`config.mk`:
```
export PLATFORM = sky130hd
export DESIGN_NAME = fpu_port
export DESIGN_NICKNAME = d
export VERILOG_FILES = /design/src/hdl/fpu_ctrl_pkg.sv /design/src/hdl/fpu_types_pkg.sv /design/src/hdl/fpu_port.sv /design/src/hdl/fpu_result_stage.sv /design/src/hdl/lane_permute_unit.sv /design/src/hdl/fpu_op_decode.sv /design/src/hdl/operand_bypass.sv
export VERILOG_INCLUDE_DIRS = /design/src /design/src/include
export SDC_FILE = /design/constraint.sdc
export NUM_CORES = 1
export LEC_CHECK = 0
export BUFFER_PORTS_ARGS = -buffer_cell sky130_fd_sc_hd__buf_2
export CORE_ASPECT_RATIO = 0.5
export CORE_UTILIZATION = 30
export DETAILED_ROUTE_END_ITERATION = 6
export PLACE_DENSITY = 0.53
export SLEW_MARGIN = 40
export SYNTH_ARGS = -nofsm -noshare
export SYNTH_HDL_FRONTEND = slang
export SYNTH_SLANG_ARGS = --single-unit
```
`constraint.sdc`:
```
create_clock -name clk -period 2.9 [get_ports clk]
set_clock_uncertainty 0.15 [all_clocks]
set_input_delay 0.29 -clock clk [delete_from_list [all_inputs] [get_ports clk]]
set_output_delay 0.29 -clock clk [all_outputs]
set_load 0.1 [all_outputs]
```
`src/include/fpu_settings.svh`:
```
`ifndef FPU_SETTINGS_SVH
`define FPU_SETTINGS_SVH

// operand word, seen as one double or two single lanes
`define FPU_DATA_W 64
`define FPU_LANE_W 32

// forwarded result buses
`define FPU_NUM_BUSES 4
`define FPU_BUS_IDX_W 2

// exception flags and the code that names one of them
`define FPU_FLAG_W 5
`define FPU_CODE_W 3

`define FPU_OPC_W 8

`endif
```
`src/hdl/fpu_ctrl_pkg.sv`:
```
`include "fpu_settings.svh"

package fpu_ctrl_pkg;

  // logic group shares the upper bits, low two bits pick the function
  typedef enum logic [`FPU_OPC_W-1:0] {
    op_copy_a = 8'h00,
    op_copy_b = 8'h01,
    op_swap   = 8'h02,
    op_dup_lo = 8'h03,
    op_and    = 8'h10,
    op_or     = 8'h11,
    op_xor    = 8'h12,
    op_andn   = 8'h13
  } fpu_opcode_e;

  typedef enum logic [1:0] {
    perm_none   = 2'd0,
    perm_copy   = 2'd1,
    perm_swap   = 2'd2,
    perm_dup_lo = 2'd3
  } fpu_perm_e;

  typedef struct packed {
    logic                      use_bus;
    logic                      late;
    logic [`FPU_BUS_IDX_W-1:0] bus_idx;
  } fpu_src_t;

  typedef struct packed {
    logic        en;
    fpu_opcode_e opcode;
    logic        use_imm;
    fpu_src_t    src_a;
    fpu_src_t    src_b;
  } fpu_issue_t;

  // logic_sel doubles as copy source select while logic_en is low
  typedef struct packed {
    logic                   valid;
    logic                   logic_en;
    logic [1:0]             logic_sel;
    fpu_perm_e              perm_sel;
    logic [`FPU_FLAG_W-1:0] raise;
  } fpu_ctrl_t;

  typedef struct packed {
    logic [`FPU_FLAG_W-1:0] en;
  } fpu_csr_t;

  typedef struct packed {
    logic                   en;
    logic [`FPU_CODE_W-1:0] code;
  } fpu_ret_t;

endpackage

```
`src/hdl/fpu_types_pkg.sv`:
```
`include "fpu_settings.svh"

package fpu_types_pkg;

  // single lane view, hi lane in the upper half
  typedef struct packed {
    logic [`FPU_LANE_W-1:0] hi;
    logic [`FPU_LANE_W-1:0] lo;
  } fpu_lanes_t;

  // logic ops read dbl, permute ops read lane
  typedef union packed {
    logic [`FPU_DATA_W-1:0] dbl;
    fpu_lanes_t             lane;
  } fpu_word_u;

  typedef fpu_word_u [`FPU_NUM_BUSES-1:0] fpu_bus_t;

  typedef struct packed {
    logic                   valid;
    fpu_word_u              data;
    logic [`FPU_FLAG_W-1:0] flags;
  } fpu_result_t;

endpackage

```
`src/hdl/fpu_port.sv`:
```
`timescale 1ns/100ps
`include "fpu_settings.svh"

module fpu_port
  import fpu_types_pkg::*;
  import fpu_ctrl_pkg::*;
(
  input  logic                   clk,
  input  logic                   rst,
  input  fpu_issue_t             issue,
  input  fpu_word_u              a,
  input  fpu_word_u              b,
  input  fpu_word_u              imm,
  input  fpu_bus_t               bus,
  input  logic [`FPU_FLAG_W-1:0] raise,
  input  fpu_csr_t               csr,
  output fpu_result_t            result,
  output fpu_ret_t               ret
);

  fpu_word_u op_a;
  fpu_word_u op_b;
  fpu_ctrl_t dec_ctrl;
  fpu_word_u perm_data;
  fpu_ctrl_t perm_ctrl;

  // E0 operand capture
  operand_bypass operand_bypass_i (
    .clk   (clk),
    .rst   (rst),
    .issue (issue),
    .a     (a),
    .b     (b),
    .imm   (imm),
    .bus   (bus),
    .op_a  (op_a),
    .op_b  (op_b)
  );

  fpu_op_decode fpu_op_decode_i (
    .clk   (clk),
    .rst   (rst),
    .issue (issue),
    .raise (raise),
    .ctrl  (dec_ctrl)
  );

  // E1
  lane_permute_unit lane_permute_unit_i (
    .clk      (clk),
    .rst      (rst),
    .op_a     (op_a),
    .op_b     (op_b),
    .ctrl     (dec_ctrl),
    .data     (perm_data),
    .ctrl_out (perm_ctrl)
  );

  // E2 result and exception report
  fpu_result_stage fpu_result_stage_i (
    .clk    (clk),
    .rst    (rst),
    .data   (perm_data),
    .ctrl   (perm_ctrl),
    .csr    (csr),
    .result (result),
    .ret    (ret)
  );

endmodule

```
`src/hdl/fpu_result_stage.sv`:
```
`timescale 1ns/100ps
`include "fpu_settings.svh"

module fpu_result_stage
  import fpu_types_pkg::*;
  import fpu_ctrl_pkg::*;
(
  input  logic        clk,
  input  logic        rst,
  input  fpu_word_u   data,
  input  fpu_ctrl_t   ctrl,
  input  fpu_csr_t    csr,
  output fpu_result_t result,
  output fpu_ret_t    ret
);

  logic [`FPU_FLAG_W-1:0] masked;
  logic [`FPU_CODE_W-1:0] low_code;
  logic                   hit;

  always_comb begin
    masked   = ctrl.raise & csr.en;
    hit      = ctrl.valid && (|masked);
    low_code = '0;
    // scan down so the lowest set bit is the one kept
    for (int i = `FPU_FLAG_W - 1; i >= 0; i--) begin
      if (masked[i]) begin
        low_code = `FPU_CODE_W'(i);
      end
    end
  end

  always_ff @(posedge clk) begin
    if (rst) begin
      result.valid <= 1'b0;
      ret          <= '0;
    end else begin
      result.valid <= ctrl.valid;
      ret.en       <= hit;
      if (hit) begin
        ret.code <= low_code;
      end else begin
        ret.code <= '0;
      end
    end
  end

  // flags go out unmasked
  always_ff @(posedge clk) begin
    result.data  <= data;
    result.flags <= ctrl.raise;
  end

  a_ret_needs_valid: assert property (@(posedge clk) disable iff (rst)
    ret.en |-> result.valid);

endmodule

```
`src/hdl/lane_permute_unit.sv`:
```
`timescale 1ns/100ps

module lane_permute_unit
  import fpu_types_pkg::*;
  import fpu_ctrl_pkg::*;
(
  input  logic      clk,
  input  logic      rst,
  input  fpu_word_u op_a,
  input  fpu_word_u op_b,
  input  fpu_ctrl_t ctrl,
  output fpu_word_u data,
  output fpu_ctrl_t ctrl_out
);

  fpu_word_u res;

  always_comb begin
    res = '0;
    if (ctrl.logic_en) begin
      // bitwise ops on the double view
      case (ctrl.logic_sel)
        2'd0: res.dbl = op_a.dbl & op_b.dbl;
        2'd1: res.dbl = op_a.dbl | op_b.dbl;
        2'd2: res.dbl = op_a.dbl ^ op_b.dbl;
        default: res.dbl = op_a.dbl & ~op_b.dbl;
      endcase
    end else begin
      case (ctrl.perm_sel)
        perm_copy: begin
          if (ctrl.logic_sel[0]) begin
            res = op_b;
          end else begin
            res = op_a;
          end
        end
        perm_swap: begin
          res.lane.hi = op_b.lane.lo;
          res.lane.lo = op_b.lane.hi;
        end
        perm_dup_lo: begin
          res.lane.hi = op_a.lane.lo;
          res.lane.lo = op_a.lane.lo;
        end
        default: begin
          res = '0;
        end
      endcase
    end
  end

  always_ff @(posedge clk) begin
    if (ctrl.valid) begin
      data <= res;
    end
  end

  // valid and raise follow the data down one stage
  always_ff @(posedge clk) begin
    if (rst) begin
      ctrl_out <= '0;
    end else begin
      ctrl_out <= ctrl;
    end
  end

endmodule

```
`src/hdl/fpu_op_decode.sv`:
```
`timescale 1ns/100ps
`include "fpu_settings.svh"

module fpu_op_decode
  import fpu_ctrl_pkg::*;
(
  input  logic                   clk,
  input  logic                   rst,
  input  fpu_issue_t             issue,
  input  logic [`FPU_FLAG_W-1:0] raise,
  output fpu_ctrl_t              ctrl
);

  logic      dec_logic_en;
  logic [1:0] dec_logic_sel;
  fpu_perm_e dec_perm;

  always_comb begin
    dec_logic_en  = 1'b0;
    dec_logic_sel = 2'd0;
    dec_perm      = perm_none;
    case (issue.opcode)
      op_copy_a: begin
        dec_perm = perm_copy;
      end
      op_copy_b: begin
        dec_perm      = perm_copy;
        dec_logic_sel = 2'd1;
      end
      op_swap: begin
        dec_perm = perm_swap;
      end
      op_dup_lo: begin
        dec_perm = perm_dup_lo;
      end
      op_and, op_or, op_xor, op_andn: begin
        dec_logic_en  = 1'b1;
        dec_logic_sel = issue.opcode[1:0];
      end
      // unknown codes leave everything off, zero result
      default: begin
        dec_perm = perm_none;
      end
    endcase
  end

  always_ff @(posedge clk) begin
    if (rst) begin
      ctrl <= '0;
    end else begin
      ctrl.valid <= issue.en;
      if (issue.en) begin
        ctrl.logic_en  <= dec_logic_en;
        ctrl.logic_sel <= dec_logic_sel;
        ctrl.perm_sel  <= dec_perm;
        ctrl.raise     <= raise;
      end
    end
  end

  a_logic_no_perm: assert property (@(posedge clk) disable iff (rst)
    ctrl.logic_en |-> ctrl.perm_sel == perm_none);

endmodule

```
`src/hdl/operand_bypass.sv`:
```
`timescale 1ns/100ps
`include "fpu_settings.svh"

module operand_bypass
  import fpu_types_pkg::*;
  import fpu_ctrl_pkg::*;
(
  input  logic       clk,
  input  logic       rst,
  input  fpu_issue_t issue,
  input  fpu_word_u  a,
  input  fpu_word_u  b,
  input  fpu_word_u  imm,
  input  fpu_bus_t   bus,
  output fpu_word_u  op_a,
  output fpu_word_u  op_b
);

  // bus contents one cycle back, source for late forwarding
  fpu_bus_t  bus_q;
  fpu_word_u sel_a;
  fpu_word_u sel_b;

  function automatic fpu_word_u pick_src(
    input fpu_src_t  src,
    input fpu_word_u port_word,
    input fpu_bus_t  now,
    input fpu_bus_t  prev
  );
    if (!src.use_bus) begin
      return port_word;
    end else if (src.late) begin
      return prev[src.bus_idx];
    end else begin
      return now[src.bus_idx];
    end
  endfunction

  always_comb begin
    sel_a = pick_src(issue.src_a, a, bus, bus_q);
    // immediate overrides the whole B source
    if (issue.use_imm) begin
      sel_b = imm;
    end else begin
      sel_b = pick_src(issue.src_b, b, bus, bus_q);
    end
  end

  always_ff @(posedge clk) begin
    bus_q <= bus;
    if (issue.en) begin
      op_a <= sel_a;
      op_b <= sel_b;
    end
  end

  a_src_a_idx: assert property (@(posedge clk) disable iff (rst)
    issue.en && issue.src_a.use_bus |-> issue.src_a.bus_idx < `FPU_NUM_BUSES);

  a_src_b_idx: assert property (@(posedge clk) disable iff (rst)
    issue.en && !issue.use_imm && issue.src_b.use_bus
      |-> issue.src_b.bus_idx < `FPU_NUM_BUSES);

endmodule

```
==> results.ini <==
[status]
status = finished, violations left
violations = DRC

[synth]
synthesis.nets = 3376
synth.distinct_cells = 38
synth.yosys.warnings = 0
syn_inst = 2831
synth.most_common_cell = mux2i_1
synth_edf_count = 192
synthArstFlopShare = 0
synthesis.area_sq_um = 28540
yosysSeqAreaShare = 0.4455
synth_area_leaders = dfxtp_1, edfxtp_1, mux2i_1
synth_commonest_cells = mux2i_1, dfxtp_1, a22oi_1
synth_ff_type = dfxtp_1
yosysTopAreaCell = dfxtp_1
syn_avg_cell_area_sq_um = 10.08
postSynthRegisterBits = 539
synth_top_area_share = 0.2434

[finish]
syn_to_final_growth_pct = 37.58
nFillCells = 9014
final-seq-area_sq_um = 12720
drive_above_1_share = 0.1999
nets = 4299
fin_util = 0.4194
multi_input_area_sq_um = 13810

[timing]
tightest_slew_ps = 746.0
fin_crit_sh = 0.9569
max_freq_mhz = 360.4
rsz0062_at_grt = no
max-slew-margin-rel = 0.4974
finalHoldViolations = 0
drv_slew = 0
min_period_ps = 2775
setup_viol = 0
tns_ps = 0

[flow_run]
maxCapViolations = 0

[cts]
clk_pin_slew_ps = 60
cts_buffers = 57
post_cts_buffers = 0
cts_tree = built
clkLatencyLatePin_ps = 670
root_buffer = clkbuf_16
htreeDepth = 2
clk_path_buf_depth = 3
clock_sinks = 539

[power_and_ir_drop]
clock_power_share = 0.389
p_comb_frac = 0.182
internal_power_w = 0.01425
vdd.ir_drop.worst_uv = 462.5
power_density_nw_per_um2 = 511.4
power_frac_seq = 0.429
switching_power_w = 0.005827
power.leakage_nw = 17.27
switching_share = 0.2902

[min_path]
min_path_type = input port to flip-flop
worstHoldPathCells = 4
hold_end = operand_bypass_i.op_b[4]
min-delay-start = b[4]

[drt]
viasPerCell = 5.286
vias = 26840
wl_microns = 125700
drt_iter0_drc = 2717
drt.antenna.violating_nets = 0
wl_per_cell_microns = 24.76
drt_first_pass_iters = 7
drc = 1

[placed_design]
place.detailed.hpwl_microns = 91730
gp_congestion = 0.9746
portBuffers = 551

[grt]
grt_use_total = 0.2486
met1_usage = 0.3308
grt_max_degree = 68
gr-total-overflow = 0
grt_use_met2 = 0.3940
grt_first_pass_wirelength_microns = 176500
gr-usage-met3 = 0.06365
first_global_vias = 26330
antenna_found_initial = 27
busiest_layer = met2

[critical_path]
required_ps = 3350
r2r_setup_slack_ps = 410
crit_arrival_ps = 3220
end_kind = flip-flop
worstPathMaxFanout = 41
critPathSlowestCell = dlygate4sd3_1
worstSetupPathType = input port to flip-flop
r2r-start = fpu_op_decode_i.ctrl[7]
setup.worst_path.start_class = input port
worstReg2RegEnd = lane_permute_unit_i.data[60]
reg2reg_depth = 9
crit_chain = dlygate4sd3_1 > buf_6 > buf_4 > nand4_1 > dlygate4sd3_1 > a21oi_1 > dlygate4sd3_1
crit_path_max_incr_delay_ps = 610
crit_top_cell = dlygate4sd3_1

[floorplanning]
initial_utilization = 0.3049
io-pin-count = 552
core_area_sq_um = 93610
die_h_microns = 220.1
fp-row-count = 79
die_area_sq_um = 96440
die_w_microns = 438.2

area by class of cell:
type                    count  area share
multi-input cells        1863      0.3517
flip-flops and latches    539      0.3241
repair buffers           1097      0.2142
clock buffers              80     0.04162
well taps                1255     0.03999
inverters                 196     0.01874
clock inverters            27    0.008317
diodes                     21    0.001338
worst max-delay path by stage:
stage                        startpoint                      endpoint  slack, ps  depth (start not counted)
6_report                      issue[17]       fpu_op_decode_i.ctrl[8]        120                          7
4_1_cts                       issue[17]       fpu_op_decode_i.ctrl[8]        240                          7
2_1_floorplan  fpu_op_decode_i.ctrl[10]   lane_permute_unit_i.data[0]        640                          0
3_3_place_gp    fpu_op_decode_i.ctrl[8]  lane_permute_unit_i.data[62]        440                          6
5_1_grt                       issue[17]       fpu_op_decode_i.ctrl[5]         30                          7
3_5_place_dp    fpu_op_decode_i.ctrl[7]  lane_permute_unit_i.data[60]        500                          9
sequential cells by signal (all words and copies together) (netlist names):
name	count
fpu_op_decode_i.ctrl	11
fpu_result_stage_i.result	70
fpu_result_stage_i.ret	4
lane_permute_unit_i.ctrl_out	6
lane_permute_unit_i.data	64
operand_bypass_i.bus_q	256
operand_bypass_i.op_a	64
operand_bypass_i.op_b	64
through the flow:
step / area [sq um] / total power [W] / std cells / setup WS (ps) / hold slack (ps)
after global routing: 39250 / 0.02076 / 5073 / 34.37 / 21.55
after detailed placement: 32660 / 0.01177 / 4491 / 499.5 / 180.8
after floorplan: 28540 / 0.01034 / 2831 / 642.9 / 167.7
final: 39260 / 0.02008 / 5078 / 124.9 / 24.37
after global placement: 32640 / 0.01171 / 4490 / 442.2 / 177.5
after CTS: 39210 / 0.02014 / 5057 / 241.1 / 4.820
worst max-delay path, delay by kind of cell:
family,cells,cell delay (ps)
buf+inv,5,2640
simple gates,1,140
compound gates,1,130
metal layers:
layer  wire (microns)  part of all wire  vias to the layer above
li1                 -                 -                    12310
met1            53450              0.43                    13040
met2            56920              0.45                     1247
met3            11880             0.095                      237
met4             3376             0.027                       12
met5               80           0.00064                        -
logic make-up after synthesis:
kind of cell,Yosys count,share of synthesized area
compound gates,777,0.1816
flops,539,0.4455
xor+xnor,64,0.01964
mux,517,0.1813
buf+inv,429,0.07322
fa+ha+maj,67,0.02938
simple gates,438,0.06936
what timing repair did:
item                      in CTS  in global routing
resized for setup              0                  0
hold endpoints to repair     421                  0
hold buffers                 459                  0
layout by cell type (no fill, tap or decap), drive strengths merged, types with 64 or more instances in the layout:
| cell type | n |
|---|---|
| a221oi | 64 |
| o21ai | 288 |
| dfxtp | 347 |
| mux2i | 517 |
| nand2 | 264 |
| nand3 | 67 |
| a31oi | 64 |
| clkbuf | 80 |
| edfxtp | 192 |
| dlygate4sd3 | 459 |
| inv | 199 |
| buf | 638 |
| xor2 | 64 |
| ha | 67 |
| or3 | 64 |
| a22oi | 320 |
power by group through the flow:
| stage | combinational, W | sequential, W | clock (W) |
|---|---|---|---|
| after floorplan | 0.00157 | 0.00878 | 0 |
| after global placement | 0.00296 | 0.00875 | 0 |
| after detailed placement | 0.00301 | 0.00876 | 0 |
| after CTS | 0.00357 | 0.00859 | 0.00798 |
| after global routing | 0.00386 | 0.00864 | 0.00826 |
| final | 0.00365 | 0.00861 | 0.00781 |
Note: power is estimated with default switching activity, not from simulation.
